## config.mk

```make
export PLATFORM = sky130hd
export DESIGN_NAME = proc
export DESIGN_NICKNAME = d
export VERILOG_FILES = /design/src/logic/procPkg.sv /design/src/logic/decode.sv /design/src/logic/execute.sv /design/src/logic/proc.sv /design/src/logic/result.sv
export SDC_FILE = /design/constraint.sdc
export NUM_CORES = 1
export LEC_CHECK = 0
export ABC_AREA = 0
export BUFFER_PORTS_ARGS = -buffer_cell sky130_fd_sc_hd__buf_2
export CAP_MARGIN = 40
export CORE_ASPECT_RATIO = 0.75
export CORE_MARGIN = 2
export CORE_UTILIZATION = 24
export DETAILED_ROUTE_END_ITERATION = 16
export PLACE_DENSITY = 0.47
export SYNTH_ARGS = -nofsm -noshare
export SYNTH_HDL_FRONTEND = slang
export SYNTH_HIERARCHICAL = 1
export SYNTH_SLANG_ARGS = --single-unit
```

## constraint.sdc

```tcl
create_clock -name clk -period 5 [get_ports clk]
set_clock_uncertainty 0.2 [all_clocks]
set_input_delay 0.75 -clock clk [delete_from_list [all_inputs] [get_ports clk]]
set_output_delay 0.75 -clock clk [all_outputs]
set_load 0.01 [all_outputs]
```

## src/logic/procPkg.sv

```systemverilog
// Shared types and encodings of the three-stage integer pipeline
package procPkg;

	localparam int dataWidth = 16;
	localparam int regCount = 8;
	localparam int immWidth = 5;
	// Shift and rotate amounts come from the low bits of rt
	localparam int shiftWidth = $clog2(dataWidth);

	typedef logic [$clog2(regCount)-1:0] regIdxT;

	// Only these opcodes are legal, all others raise err
	typedef enum logic [4:0] {
		opAddi  = 5'b01000,
		opSubi  = 5'b01001,
		opXori  = 5'b01010,
		opAndni = 5'b01011,
		opShift = 5'b11010,
		opArith = 5'b11011,
		opSet   = 5'b11100
	} opcodeT;

	// Function field, read according to the register-form opcode
	typedef logic [1:0] functT;

	// Arithmetic group
	localparam functT fnAdd  = 2'b00;
	localparam functT fnSub  = 2'b01;
	localparam functT fnXor  = 2'b10;
	localparam functT fnAndn = 2'b11;

	// Shift group
	localparam functT fnRol = 2'b00;
	localparam functT fnSll = 2'b01;
	localparam functT fnRor = 2'b10;
	localparam functT fnSrl = 2'b11;

	// Set group
	localparam functT fnSeq = 2'b00;
	localparam functT fnSlt = 2'b01;
	localparam functT fnSle = 2'b10;
	localparam functT fnSco = 2'b11;

	typedef struct packed {
		opcodeT opcode;
		regIdxT rs;
		regIdxT rt;
		regIdxT rd;
		functT funct;
	} rFormatT;

	typedef struct packed {
		opcodeT opcode;
		regIdxT rs;
		regIdxT rd;
		logic [immWidth-1:0] imm;
	} iFormatT;

	// One instruction word, read in either layout
	typedef union packed {
		rFormatT rFmt;
		iFormatT iFmt;
	} instrT;

	typedef enum logic [3:0] {
		aluAdd, aluSub, aluXor, aluAndn,
		aluRol, aluSll, aluRor, aluSrl,
		aluSeq, aluSlt, aluSle, aluSco
	} aluOpT;

	// Operand B already holds the extended immediate for I forms
	typedef struct packed {
		logic valid;
		aluOpT aluOp;
		regIdxT dest;
		logic [dataWidth-1:0] opA;
		logic [dataWidth-1:0] opB;
	} decodedT;

	typedef struct packed {
		logic valid;
		regIdxT dest;
		logic [dataWidth-1:0] data;
	} writeT;

endpackage

```

## src/logic/decode.sv

```systemverilog
// Decode stage: decodes the instruction, forwards operands and registers the operation
`timescale 1ns/100ps

module decode import procPkg::*; (
	input logic clk,
	input logic rstN,
	input logic instrValid,
	input instrT instr,
	input logic [dataWidth-1:0] rsData,
	input logic [dataWidth-1:0] rtData,
	input writeT exForward,
	input writeT exWrite,
	output regIdxT rsIdx,
	output regIdxT rtIdx,
	output decodedT decoded,
	output logic err
);

	logic legal;
	logic isImm;
	logic signExt;
	aluOpT aluOp;
	regIdxT dest;
	logic [dataWidth-1:0] imm;
	logic [dataWidth-1:0] opA;
	logic [dataWidth-1:0] opB;

	// Youngest producer wins: execute, then writeback, then the file
	function automatic logic [dataWidth-1:0] pickOperand(
		input regIdxT idx,
		input logic [dataWidth-1:0] fileData,
		input writeT fwdEx,
		input writeT fwdWb
	);
		if (fwdEx.valid && fwdEx.dest == idx)
			return fwdEx.data;
		else if (fwdWb.valid && fwdWb.dest == idx)
			return fwdWb.data;
		return fileData;
	endfunction

	// rs sits in the same bits in both layouts
	assign rsIdx = instr.rFmt.rs;
	assign rtIdx = instr.rFmt.rt;

	always_comb begin
		legal = 1'b1;
		isImm = 1'b0;
		signExt = 1'b0;
		aluOp = aluAdd;
		dest = instr.rFmt.rd;
		case (instr.rFmt.opcode)
			opAddi: begin
				isImm = 1'b1;
				signExt = 1'b1;
				aluOp = aluAdd;
			end
			opSubi: begin
				isImm = 1'b1;
				signExt = 1'b1;
				aluOp = aluSub;
			end
			opXori: begin
				isImm = 1'b1;
				aluOp = aluXor;
			end
			opAndni: begin
				isImm = 1'b1;
				aluOp = aluAndn;
			end
			opArith: begin
				case (instr.rFmt.funct)
					fnAdd: aluOp = aluAdd;
					fnSub: aluOp = aluSub;
					fnXor: aluOp = aluXor;
					fnAndn: aluOp = aluAndn;
				endcase
			end
			opShift: begin
				case (instr.rFmt.funct)
					fnRol: aluOp = aluRol;
					fnSll: aluOp = aluSll;
					fnRor: aluOp = aluRor;
					fnSrl: aluOp = aluSrl;
				endcase
			end
			opSet: begin
				case (instr.rFmt.funct)
					fnSeq: aluOp = aluSeq;
					fnSlt: aluOp = aluSlt;
					fnSle: aluOp = aluSle;
					fnSco: aluOp = aluSco;
				endcase
			end
			default: legal = 1'b0;
		endcase
		if (isImm)
			dest = instr.iFmt.rd;
	end

	assign imm = signExt
		? {{(dataWidth-immWidth){instr.iFmt.imm[immWidth-1]}}, instr.iFmt.imm}
		: {{(dataWidth-immWidth){1'b0}}, instr.iFmt.imm};

	assign opA = pickOperand(rsIdx, rsData, exForward, exWrite);
	assign opB = isImm ? imm : pickOperand(rtIdx, rtData, exForward, exWrite);

	// Illegal words leave a bubble behind and pulse err
	always_ff @(posedge clk) begin
		decoded.aluOp <= aluOp;
		decoded.dest <= dest;
		decoded.opA <= opA;
		decoded.opB <= opB;
		if (!rstN) begin
			decoded.valid <= 1'b0;
			err <= 1'b0;
		end else begin
			decoded.valid <= instrValid && legal;
			err <= instrValid && !legal;
		end
	end

endmodule

```

## src/logic/execute.sv

```systemverilog
// Execute stage: single ALU with forwarding output and result register
`timescale 1ns/100ps

module execute import procPkg::*; (
	input logic clk,
	input logic rstN,
	input decodedT decoded,
	output writeT exForward,
	output writeT exWrite
);

	logic [dataWidth-1:0] a;
	logic [dataWidth-1:0] b;
	logic [shiftWidth-1:0] shamt;
	// Extra bit keeps the carry for sco
	logic [dataWidth:0] sum;
	logic [2*dataWidth-1:0] rolWide;
	logic [2*dataWidth-1:0] rorWide;
	logic flag;
	logic [dataWidth-1:0] res;

	assign a = decoded.opA;
	assign b = decoded.opB;
	assign shamt = b[shiftWidth-1:0];
	assign sum = {1'b0, a} + {1'b0, b};

	// Rotates through a doubled word
	assign rolWide = {a, a} << shamt;
	assign rorWide = {a, a} >> shamt;

	always_comb begin
		flag = 1'b0;
		case (decoded.aluOp)
			aluSeq: flag = (a == b);
			aluSlt: flag = ($signed(a) < $signed(b));
			aluSle: flag = ($signed(a) <= $signed(b));
			aluSco: flag = sum[dataWidth];
			default: flag = 1'b0;
		endcase
	end

	always_comb begin
		case (decoded.aluOp)
			aluAdd: res = sum[dataWidth-1:0];
			// Subtract takes operand A from operand B
			aluSub: res = b - a;
			aluXor: res = a ^ b;
			aluAndn: res = a & ~b;
			aluRol: res = rolWide[2*dataWidth-1:dataWidth];
			aluSll: res = a << shamt;
			aluRor: res = rorWide[dataWidth-1:0];
			aluSrl: res = a >> shamt;
			aluSeq, aluSlt, aluSle, aluSco: res = {{(dataWidth-1){1'b0}}, flag};
			default: res = '0;
		endcase
	end

	// Result of the instruction held now, seen by decode
	assign exForward.valid = decoded.valid;
	assign exForward.dest = decoded.dest;
	assign exForward.data = res;

	always_ff @(posedge clk) begin
		exWrite.dest <= exForward.dest;
		exWrite.data <= exForward.data;
		if (!rstN)
			exWrite.valid <= 1'b0;
		else
			exWrite.valid <= exForward.valid;
	end

endmodule

```

## src/logic/proc.sv

```systemverilog
// Pipeline top level connecting the decode, execute and result stages
`timescale 1ns/100ps

module proc import procPkg::*; (
	input logic clk,
	input logic rstN,
	input logic instrValid,
	input instrT instr,
	output logic wbValid,
	output regIdxT wbReg,
	output logic [dataWidth-1:0] wbData,
	output logic err
);

	decodedT decoded;
	writeT exForward;
	writeT exWrite;
	writeT rfWrite;
	regIdxT rsIdx;
	regIdxT rtIdx;
	logic [dataWidth-1:0] rsData;
	logic [dataWidth-1:0] rtData;

	decode i_decode (
		.clk(clk),
		.rstN(rstN),
		.instrValid(instrValid),
		.instr(instr),
		.rsData(rsData),
		.rtData(rtData),
		.exForward(exForward),
		.exWrite(exWrite),
		.rsIdx(rsIdx),
		.rtIdx(rtIdx),
		.decoded(decoded),
		.err(err)
	);

	execute i_execute (
		.clk(clk),
		.rstN(rstN),
		.decoded(decoded),
		.exForward(exForward),
		.exWrite(exWrite)
	);

	result i_result (
		.clk(clk),
		.rstN(rstN),
		.exWrite(exWrite),
		.rsIdx(rsIdx),
		.rtIdx(rtIdx),
		.rsData(rsData),
		.rtData(rtData),
		.rfWrite(rfWrite)
	);

	assign wbValid = rfWrite.valid;
	assign wbReg = rfWrite.dest;
	assign wbData = rfWrite.data;

endmodule

```

## src/logic/result.sv

```systemverilog
// Result stage: register file with two read ports and the writeback register
`timescale 1ns/100ps

module result import procPkg::*; (
	input logic clk,
	input logic rstN,
	input writeT exWrite,
	input regIdxT rsIdx,
	input regIdxT rtIdx,
	output logic [dataWidth-1:0] rsData,
	output logic [dataWidth-1:0] rtData,
	output writeT rfWrite
);

	logic [dataWidth-1:0] regs [regCount];

	// All registers read zero after reset
	always_ff @(posedge clk) begin
		if (!rstN)
			regs <= '{default: '0};
		else if (exWrite.valid)
			regs[exWrite.dest] <= exWrite.data;
	end

	// Asynchronous reads, same-edge writes come in through forwarding
	assign rsData = regs[rsIdx];
	assign rtData = regs[rtIdx];

	// One-cycle writeback pulse to the outside
	always_ff @(posedge clk) begin
		rfWrite.dest <= exWrite.dest;
		rfWrite.data <= exWrite.data;
		if (!rstN)
			rfWrite.valid <= 1'b0;
		else
			rfWrite.valid <= exWrite.valid;
	end

endmodule

```

# Word level (Yosys, flattened, before mapping)
# Index checks and enable logic that the tools add are counted.
[word_totals]
input_bits = 19
elab_cells = 109
out_inout_bits = 21
register_bits = 209
[op_classes]
n_mux = 31
bitwise = 6
n_reduce_logical = 14
shifts = 4
add_sub_neg = 2
order_cmp = 6
n_eq_ne = 26
[ops]
columns = ["cell", "n"]
rows = [
  ["$mux W16", 13],
  ["$pmux W16 S9", 1],
  ["$bwmux W128", 1],
  ["$bmux W16 S3", 2],
  ["$demux W16 S3", 1],
  ["$pmux W4 S4", 3],
  ["$shl A32 B4 Y32", 1],
  ["$shr A32 B4 Y16", 1],
  ["$pmux W4 S6", 1],
  ["$eq A5 B4 Y1 const B", 4],
  ["$add A16 B16 Y17", 1],
  ["$and A16 B16 Y16", 1],
  ["$eq A16 B16 Y1", 1],
  ["$eq A4 B3 Y1 const B", 4],
  ["$eq A4 B4 Y1 const B", 4],
  ["$le A16 B16 Y1", 1],
  ["$lt A16 B16 Y1", 1],
  ["$not A16 Y16", 1],
  ["$shl A16 B4 Y16", 1],
  ["$shr A16 B4 Y16", 1],
  ["$sub A16 B16 Y16", 1],
  ["$xor A16 B16 Y16", 1],
  ["$eq A5 B5 Y1 const B", 3],
  ["$eq A3 B3 Y1", 4],
  ["17 further kinds", 36],
]

# Depth between registers and ports, before layout
# Gate-level depths: netlist of run 1.
[logic_depth]
depth_word = 6
ltp_mapped = 16
mapped_depth_nobuf = 14

# Modules after synthesis
# Netlist of run 1, hierarchy kept.
[modules_own_cells]
columns = ["module", "cells_per_inst", "area_each_um2", "instances"]
rows = [
  ["result", 724, 7662.3, 1],
  ["execute", 642, 4528.1, 1],
  ["decode", 214, 2103.3, 1],
]

# Least setup slack after synthesis of run 1
# Ideal clock, no wire load.
[synth_timing]
kind = "reg-to-reg"
start = "register, netlist name i_decode/decoded[0]"
end = "register, netlist name i_decode/decoded[28]"
arrival_ns = 3.520
setup_ns = 0.121
stages_incl_launch_ff = 17
period_less_slack_ns = 3.841
setup_slack_ns = 1.159
required_ns = 4.679
path_cell_list = "dfxtp_1 -> buf_2 -> inv_2 -> buf_2 -> ha_1 -> inv_1 -> fa_1 -> a211oi_2 -> o21ai_1 -> a31o_2 -> a2111oi_4 -> nor2_1 -> nor3_2 -> xor2_1 -> o211ai_1 -> mux2_4 -> mux2_4"

==> results.py, run 1 <==
metrics = {
    "power": {
        "p_leak_nw": 5.83,
        "p_switching_mw": 1.11,
        "power_density_nw_per_um2": 257,
        "vdd.ir_drop.worst_mv": 0.244,
        "p_clk_frac": 0.459,
        "power_frac_comb": 0.102,
        "internal-power_mw": 2.92,
        "pwr-share-seq": 0.439,
        "netSwitchingFraction": 0.275,
    },
    "grt": {
        "met2_usage": 0.216,
        "grt_use_total": 0.160,
        "use_met1": 0.255,
        "top_usage_layer": "met1",
        "grt.overflow.total": 0,
        "grt_max_degree": 96,
        "grt_pass1_wl_um": 75500,
        "grt_pass1_vias": 11300,
        "antenna_found_initial": 5,
        "grtUsageMet3": 0.0386,
    },
    "floorplanning": {
        "fp-row-count": 77,
        "die_w_um": 286,
        "die_area_um2": 61500,
        "coreArea_um2": 58900,
        "io_pins": 40,
        "start_util": 0.243,
        "die_h_um": 215,
    },
    "synthesis": {
        "synth-seq-cells": 209,
        "synthCells": 1580,
        "synth_edf_count": 0,
        "yosysTopAreaCell": "dfxtp_1",
        "synthFlopType": "dfxtp_1",
        "yosysWarnings": 6,
        "synthArstFlopShare": 0,
        "yosysSeqAreaShare": 0.293,
        "ys_top_cells_by_count": "nand2_1 (325), dfxtp_1 (209), nor2_1 (93), a21boi_0 (86), o21ai_0 (74)",
        "synthTopCellsByArea": "dfxtp_1 (29%), mux4_1 (10%), nand2_1 (8.5%), mux2_2 (4.6%), a21boi_0 (4.5%)",
        "ys_types": 84,
        "yosys.area.top_type_share": 0.293,
        "syn_nets": 1648,
        "yosysMostFrequentCell": "nand2_1",
        "synth_area_um2": 14300,
        "syn_area_per_cell_um2": 9.05,
    },
    "routing": {
        "via_count": 12000,
        "wl_per_cell_um": 21.8,
        "drt_wl_total_um": 51100,
        "drtAntennaViolNets": 0,
        "drt_iter0_markers": 1174,
        "vias_per_cell": 5.14,
        "firstDrtPassIters": 5,
        "drc": 0,
    },
    "clock_network": {
        "htreeDepth": 1,
        "post-cts-setup-buffer-count": 0,
        "cts_hold_buffers": 0,
        "ctsLongestPathBuffers": 3,
        "cts_buffers": 24,
        "cts_sinks": 209,
        "cts-root-buf": "clkbuf_16",
        "cts_tree": "done",
        "cts_repair_resize_count": 0,
        "clk_latency_ns": 0.54,
        "clk_pin_slew_ns": 0.06,
    },
    "final_layout": {
        "area_growth_pct": 9.83,
        "fin_nets": 1601,
        "drive_gt1_frac": 0.147,
        "n_fill_cell": 6259,
        "multi_input_area_um2": 9000,
        "fin_util": 0.267,
        "fin_area_um2": 15700,
        "register_area_um2": 4190,
    },
    "timing": {
        "timing.setup.tns_ns": 0,
        "rsz0062_at_grt": "no",
        "tightest_slew_ns": 0.944,
        "fin_crit_ns": 4.13,
        "slew_headroom": 0.371,
        "hold-worst-slack_ns": 0.200,
        "drv_slew": 0,
        "finalHoldViolCount": 0,
        "setup_viol": 0,
        "fmax_mhz": 242,
        "min_period_over_period": 0.826,
    },
    "critical_path": {
        "crit_arrival_ns": 4.35,
        "start_kind": "flop",
        "required_ns": 5.22,
        "worstSetupPathType": "flop to flop",
        "endpoint_kind": "flop",
        "worstPathMaxFanout": 19,
    },
    "run": {
        "maxCapViolations": 0,
    },
    "placement": {
        "place_hpwl_um": 35900,
        "io_buffers": 39,
        "dpl_cell_area_um2": 14900,
        "gp_congestion": 0.955,
    },
    "outcome": {
        "status": "completed",
    },
    "hold_path": {
        "hold_class": "flop to flop",
    },
}
==> cell type report <==
cell class | instances | area share
inverter | 50 | 0.0120
clock inverter | 10 | 0.00646
timing repair buffer | 74 | 0.0325
clock buffer | 33 | 0.0456
multi-input combinational | 1174 | 0.574
sequential | 209 | 0.267
tap | 790 | 0.0630
antenna | 1 | 0.000159
==> per-stage QoR <==
stage | std cells | total power, mW | worst slack, ns
2_1_floorplan | 1580 | 2.08 | 1.16
3_3_place_gp | 2291 | 2.20 | 1.00
3_5_place_dp | 2297 | 2.21 | 0.969
4_1_cts | 2340 | 4.06 | 0.915
5_1_grt | 2340 | 4.17 | 0.647
6_report | 2341 | 4.03 | 0.868
==> worst max-delay path: stages, from the launching register on <==
cell and delay (ns):
dfxtp_2 0.32, inv_2 0.31, ha_1 0.32, inv_1 0.10
fa_1 0.46, a211oi_2 0.30, o21ai_1 0.14, a31o_2 0.31
a2111oi_4 0.34, nor2_1 0.10, nor3_2 0.20, xor2_1 0.16
o211ai_1 0.15, mux2_4 0.34, mux2_4 0.26
==> flip-flops by register name (all words and copies together) (netlist names) <==
signal,flops
i_decode/decoded,40
i_decode/err,1
i_execute/exWrite,20
i_result/regs,128
i_result/rfWrite,20
==> layout by cell type, fill, tap and decap left out, types with 7 or more instances in the layout <==
cell type,n
clkbuf_16,25
mux2_4,16
nor3_1,14
o21ai_1,10
mux2_2,58
nand3_1,14
dfxtp_1,206
inv_1,45
nand2_1,325
o211ai_1,17
nor2_1,93
a21oi_1,70
o22ai_1,7
xnor2_1,17
buf_4,30
mux4_1,56
o21ai_0,74
a211oi_1,8
buf_2,38
mux2i_1,25
nand2b_1,9
a221oi_1,21
a21boi_0,86
nor2b_1,8
mux4_2,15
ha_1,47
o21a_1,7
and3_1,21
a21boi_1,44
==> cell families (layout without fill, tap and decap cells) <==
group / count (synthesis) / count (layout) / synth area share
simple gates: 523 / 523 / 0.162
compound gates: 405 / 405 / 0.198
flops: 209 / 209 / 0.293
buf+inv: 197 / 167 / 0.0773
mux: 174 / 174 / 0.212
fa+ha+maj: 49 / 49 / 0.0439
xor+xnor: 23 / 23 / 0.0146
other cells: 0 / 1 / 0
==> worst paths after layout <==
check	endpoint	start	slack, ns	cells after the start
worst max-delay path	i_decode/decoded[28]	i_decode/decoded[0]	0.87	14
worst min-delay path	i_execute/exWrite[18]	i_decode/decoded[34]	0.20	0
worst max register to register	i_decode/decoded[28]	i_decode/decoded[0]	0.87	14
worst min register to register	i_execute/exWrite[18]	i_decode/decoded[34]	0.20	0
==> power by group through the flow <==
stage	Clock (mW)	Sequential [mW]	Combinational (mW)
2_1_floorplan	0	1.76	0.320
3_3_place_gp	0	1.81	0.398
5_1_grt	1.96	1.77	0.435
4_1_cts	1.89	1.77	0.403
6_report	1.85	1.77	0.411
3_5_place_dp	0	1.81	0.401
==> routing by layer <==
layer  wire length, µm  up-vias
met5                 0        -
met4               584        0
met3              4170       40
met2             20100      454
met1             26300     5966
li1                  -     5568
(Power assumes the default switching activity.)
==> run 2: changes to the inputs <==
PLACE_DENSITY = 0.48   (was 0.47)
clock period = 3.51 ns   (was 5 ns; I/O delays follow)
==> run 2 against run 1 <==
Maximum frequency rose by 19%. Register-to-register slack got worse by 0.83 ns. Die area did not move. Highest routed layer unchanged. Worst setup slack got worse by 0.83 ns. Largest power group unchanged. Critical path depth fell by 4. Clock power rose by 51%. Clock-buffer cell count fell by 2.
==> results.py, run 2 (synthesis gave the netlist of run 1 again) <==
metrics = {
    "outcome": {
        "status": "completed",
    },
    "routing": {
        "firstDrtPassIters": 5,
        "met1_length_um": 26300,
        "wl_met3_um": 5420,
        "vias_per_cell": 5.16,
        "drtAntennaViolNets": 0,
        "drt_wl_total_um": 52900,
        "via_count": 12500,
        "top_layer": "met4",
        "drc": 0,
        "wl_met2_um": 20200,
        "drt_iter0_markers": 1319,
        "wl_per_cell_um": 21.9,
    },
    "final_layout": {
        "final_cell_mix": "nand2_1 (325), dfxtp_1 (205), buf_4 (104)",
        "area_growth_pct": 15.3,
        "n_fill_cell": 6214,
        "reg_top3": "i_result/regs x128, i_decode/decoded x40",
        "multi_input_area_um2": 9100,
        "fin_area_um2": 16500,
        "top_register": "i_result/regs",
        "final_common_cell": "nand2_1",
        "largest_reg_flops": 128,
        "fin_nets": 1679,
        "register_area_um2": 4190,
        "drive_gt1_frac": 0.198,
    },
    "power": {
        "p_leak_nw": 6.28,
        "vdd.ir_drop.worst_mv": 0.276,
        "power_density_nw_per_um2": 361,
    },
    "clock_network": {
        "clk_latency_ns": 0.54,
        "htreeDepth": 1,
        "ctsLongestPathBuffers": 3,
        "cts_sinks": 209,
        "cts-root-buf": "clkbuf_16",
        "clk_pin_slew_ns": 0.07,
        "cts_hold_buffers": 0,
        "cts_buffers": 24,
        "cts_tree": "done",
    },
    "critical_path": {
        "r2r_start": "i_decode/decoded[35]",
        "worstSetupPathType": "flop to flop",
        "critPathSlowestCell": "dfxtp_2",
        "r2r-end": "i_decode/decoded[27]",
        "crit_arrival_ns": 3.69,
        "crit_top_cell": "nand2_1",
        "slowest_delay_ns": 0.53,
        "start_kind": "flop",
        "worstPathMaxFanout": 10,
        "ff2ff_setup_slack_ns": 0.03,
        "endpoint_kind": "flop",
        "startpoint": "i_decode/decoded[35]",
        "path_cells": "nand4b_1, nand2_1, nand2_1, nand2_1, a311oi_1, a21oi_1, o21ai_0, a221o_1, mux2_4, mux2_4",
        "r2r_cells": 10,
        "crit_end": "i_decode/decoded[27]",
        "crit_cells": 10,
        "crit_family": "compound AO/OA/AOI/OAI gates",
        "required_ns": 3.72,
        "path_buf_inv": 0,
    },
    "grt": {
        "grt_pass1_vias": 11800,
        "grt_use_total": 0.167,
        "grt_max_degree": 101,
        "grt_pass1_wl_um": 78500,
        "grt.overflow.total": 0,
        "antenna_found_initial": 5,
    },
    "floorplanning": {
        "die_h_um": 215,
        "die_area_um2": 61500,
        "io_pins": 40,
        "fp-row-count": 77,
        "start_util": 0.243,
        "coreArea_um2": 58900,
        "die_w_um": 286,
    },
    "timing": {
        "fin_crit_ns": 3.48,
        "rsz0062_at_grt": "yes",
        "finalHoldViolCount": 0,
        "min_period_over_period": 0.990,
        "hold-worst-slack_ns": 0.0266,
        "drv_slew": 0,
        "fmax_mhz": 288,
        "setup_viol": 0,
        "tightest_slew_ns": 0.812,
        "slew_headroom": 0.456,
        "timing.setup.tns_ns": 0,
    },
    "placement": {
        "place_hpwl_um": 37800,
        "dpl_cell_area_um2": 15500,
        "gp_congestion": 1.02,
        "io_buffers": 39,
    },
    "run": {
        "maxCapViolations": 0,
    },
    "hold_path": {
        "hold_class": "primary input to flop",
    },
}
[run 2: how the worst min path moves through the flow]
| stage | cells past startpoint | start | end | slack [ns] |
|---|---|---|---|---|
| 3_3_place_gp | 0 | i_decode/decoded[33] | i_execute/exWrite[17] | 0.19 |
| 3_5_place_dp | 0 | i_decode/decoded[33] | i_execute/exWrite[17] | 0.19 |
| 6_report | 3 | instr[3] | i_decode/decoded[33] | 0.03 |
| 5_1_grt | 3 | instr[2] | i_decode/decoded[32] | 0.009 |
| 4_1_cts | 3 | instr[2] | i_decode/decoded[32] | 0.002 |
| 2_1_floorplan | 0 | i_decode/decoded[32] | i_execute/exWrite[16] | 0.13 |
[run 2: report_power, final]
group	leakage (nW)	total, mW	switching, mW	internal (mW)
Clock	0.429	2.79	1.10	1.68
Combinational	4.16	0.631	0.365	0.265
Sequential	1.70	2.53	0.108	2.42
[run 2: stage by stage]
| stage | worst slack [ns] | utilization | cells | total power [mW] |
|---|---|---|---|---|
| 2_1_floorplan | 0.00262 | - | 1580 | 2.97 |
| 3_3_place_gp | -0.00279 | 0.263 | 2372 | 3.19 |
| 3_5_place_dp | -0.0599 | 0.263 | 2373 | 3.19 |
| 4_1_cts | 0.00141 | 0.279 | 2417 | 5.99 |
| 5_1_grt | -0.0484 | 0.280 | 2418 | 6.15 |
| 6_report | 0.0338 | 0.280 | 2419 | 5.95 |
[run 2: layout make-up]
type | instances | area share
Clock buffer | 31 | 0.0418
Inverter | 50 | 0.0120
Multi-Input combinational cell | 1174 | 0.552
Sequential cell | 209 | 0.254
Clock inverter | 12 | 0.0106
Tap cell | 790 | 0.0600
Timing Repair Buffer | 152 | 0.0688
Antenna cell | 1 | 0.000152
[run 2: timing repair]
action,4_1_cts,5_1_grt
endpoints found under the setup margin,3,18
resized for setup,3,18
buffers inserted,1,1
pin swaps,3,7
[run 2: worst register-to-register path: stages, from the launching register on]
cell	delay [ns]
dfxtp_2	0.53
nand4b_1	0.49
nand2_1	0.20
nand2_1	0.07
nand2_1	0.09
a311oi_1	0.08
a21oi_1	0.40
o21ai_0	0.28
a221o_1	0.46
mux2_4	0.29
mux2_4	0.25
[run 2: routing by layer]
layer / up-vias / global-route usage
met5: - / 0
met4: 0 / 0.0328
met3: 52 / 0.0519
met2: 528 / 0.220
met1: 6148 / 0.260
li1: 5745 / -
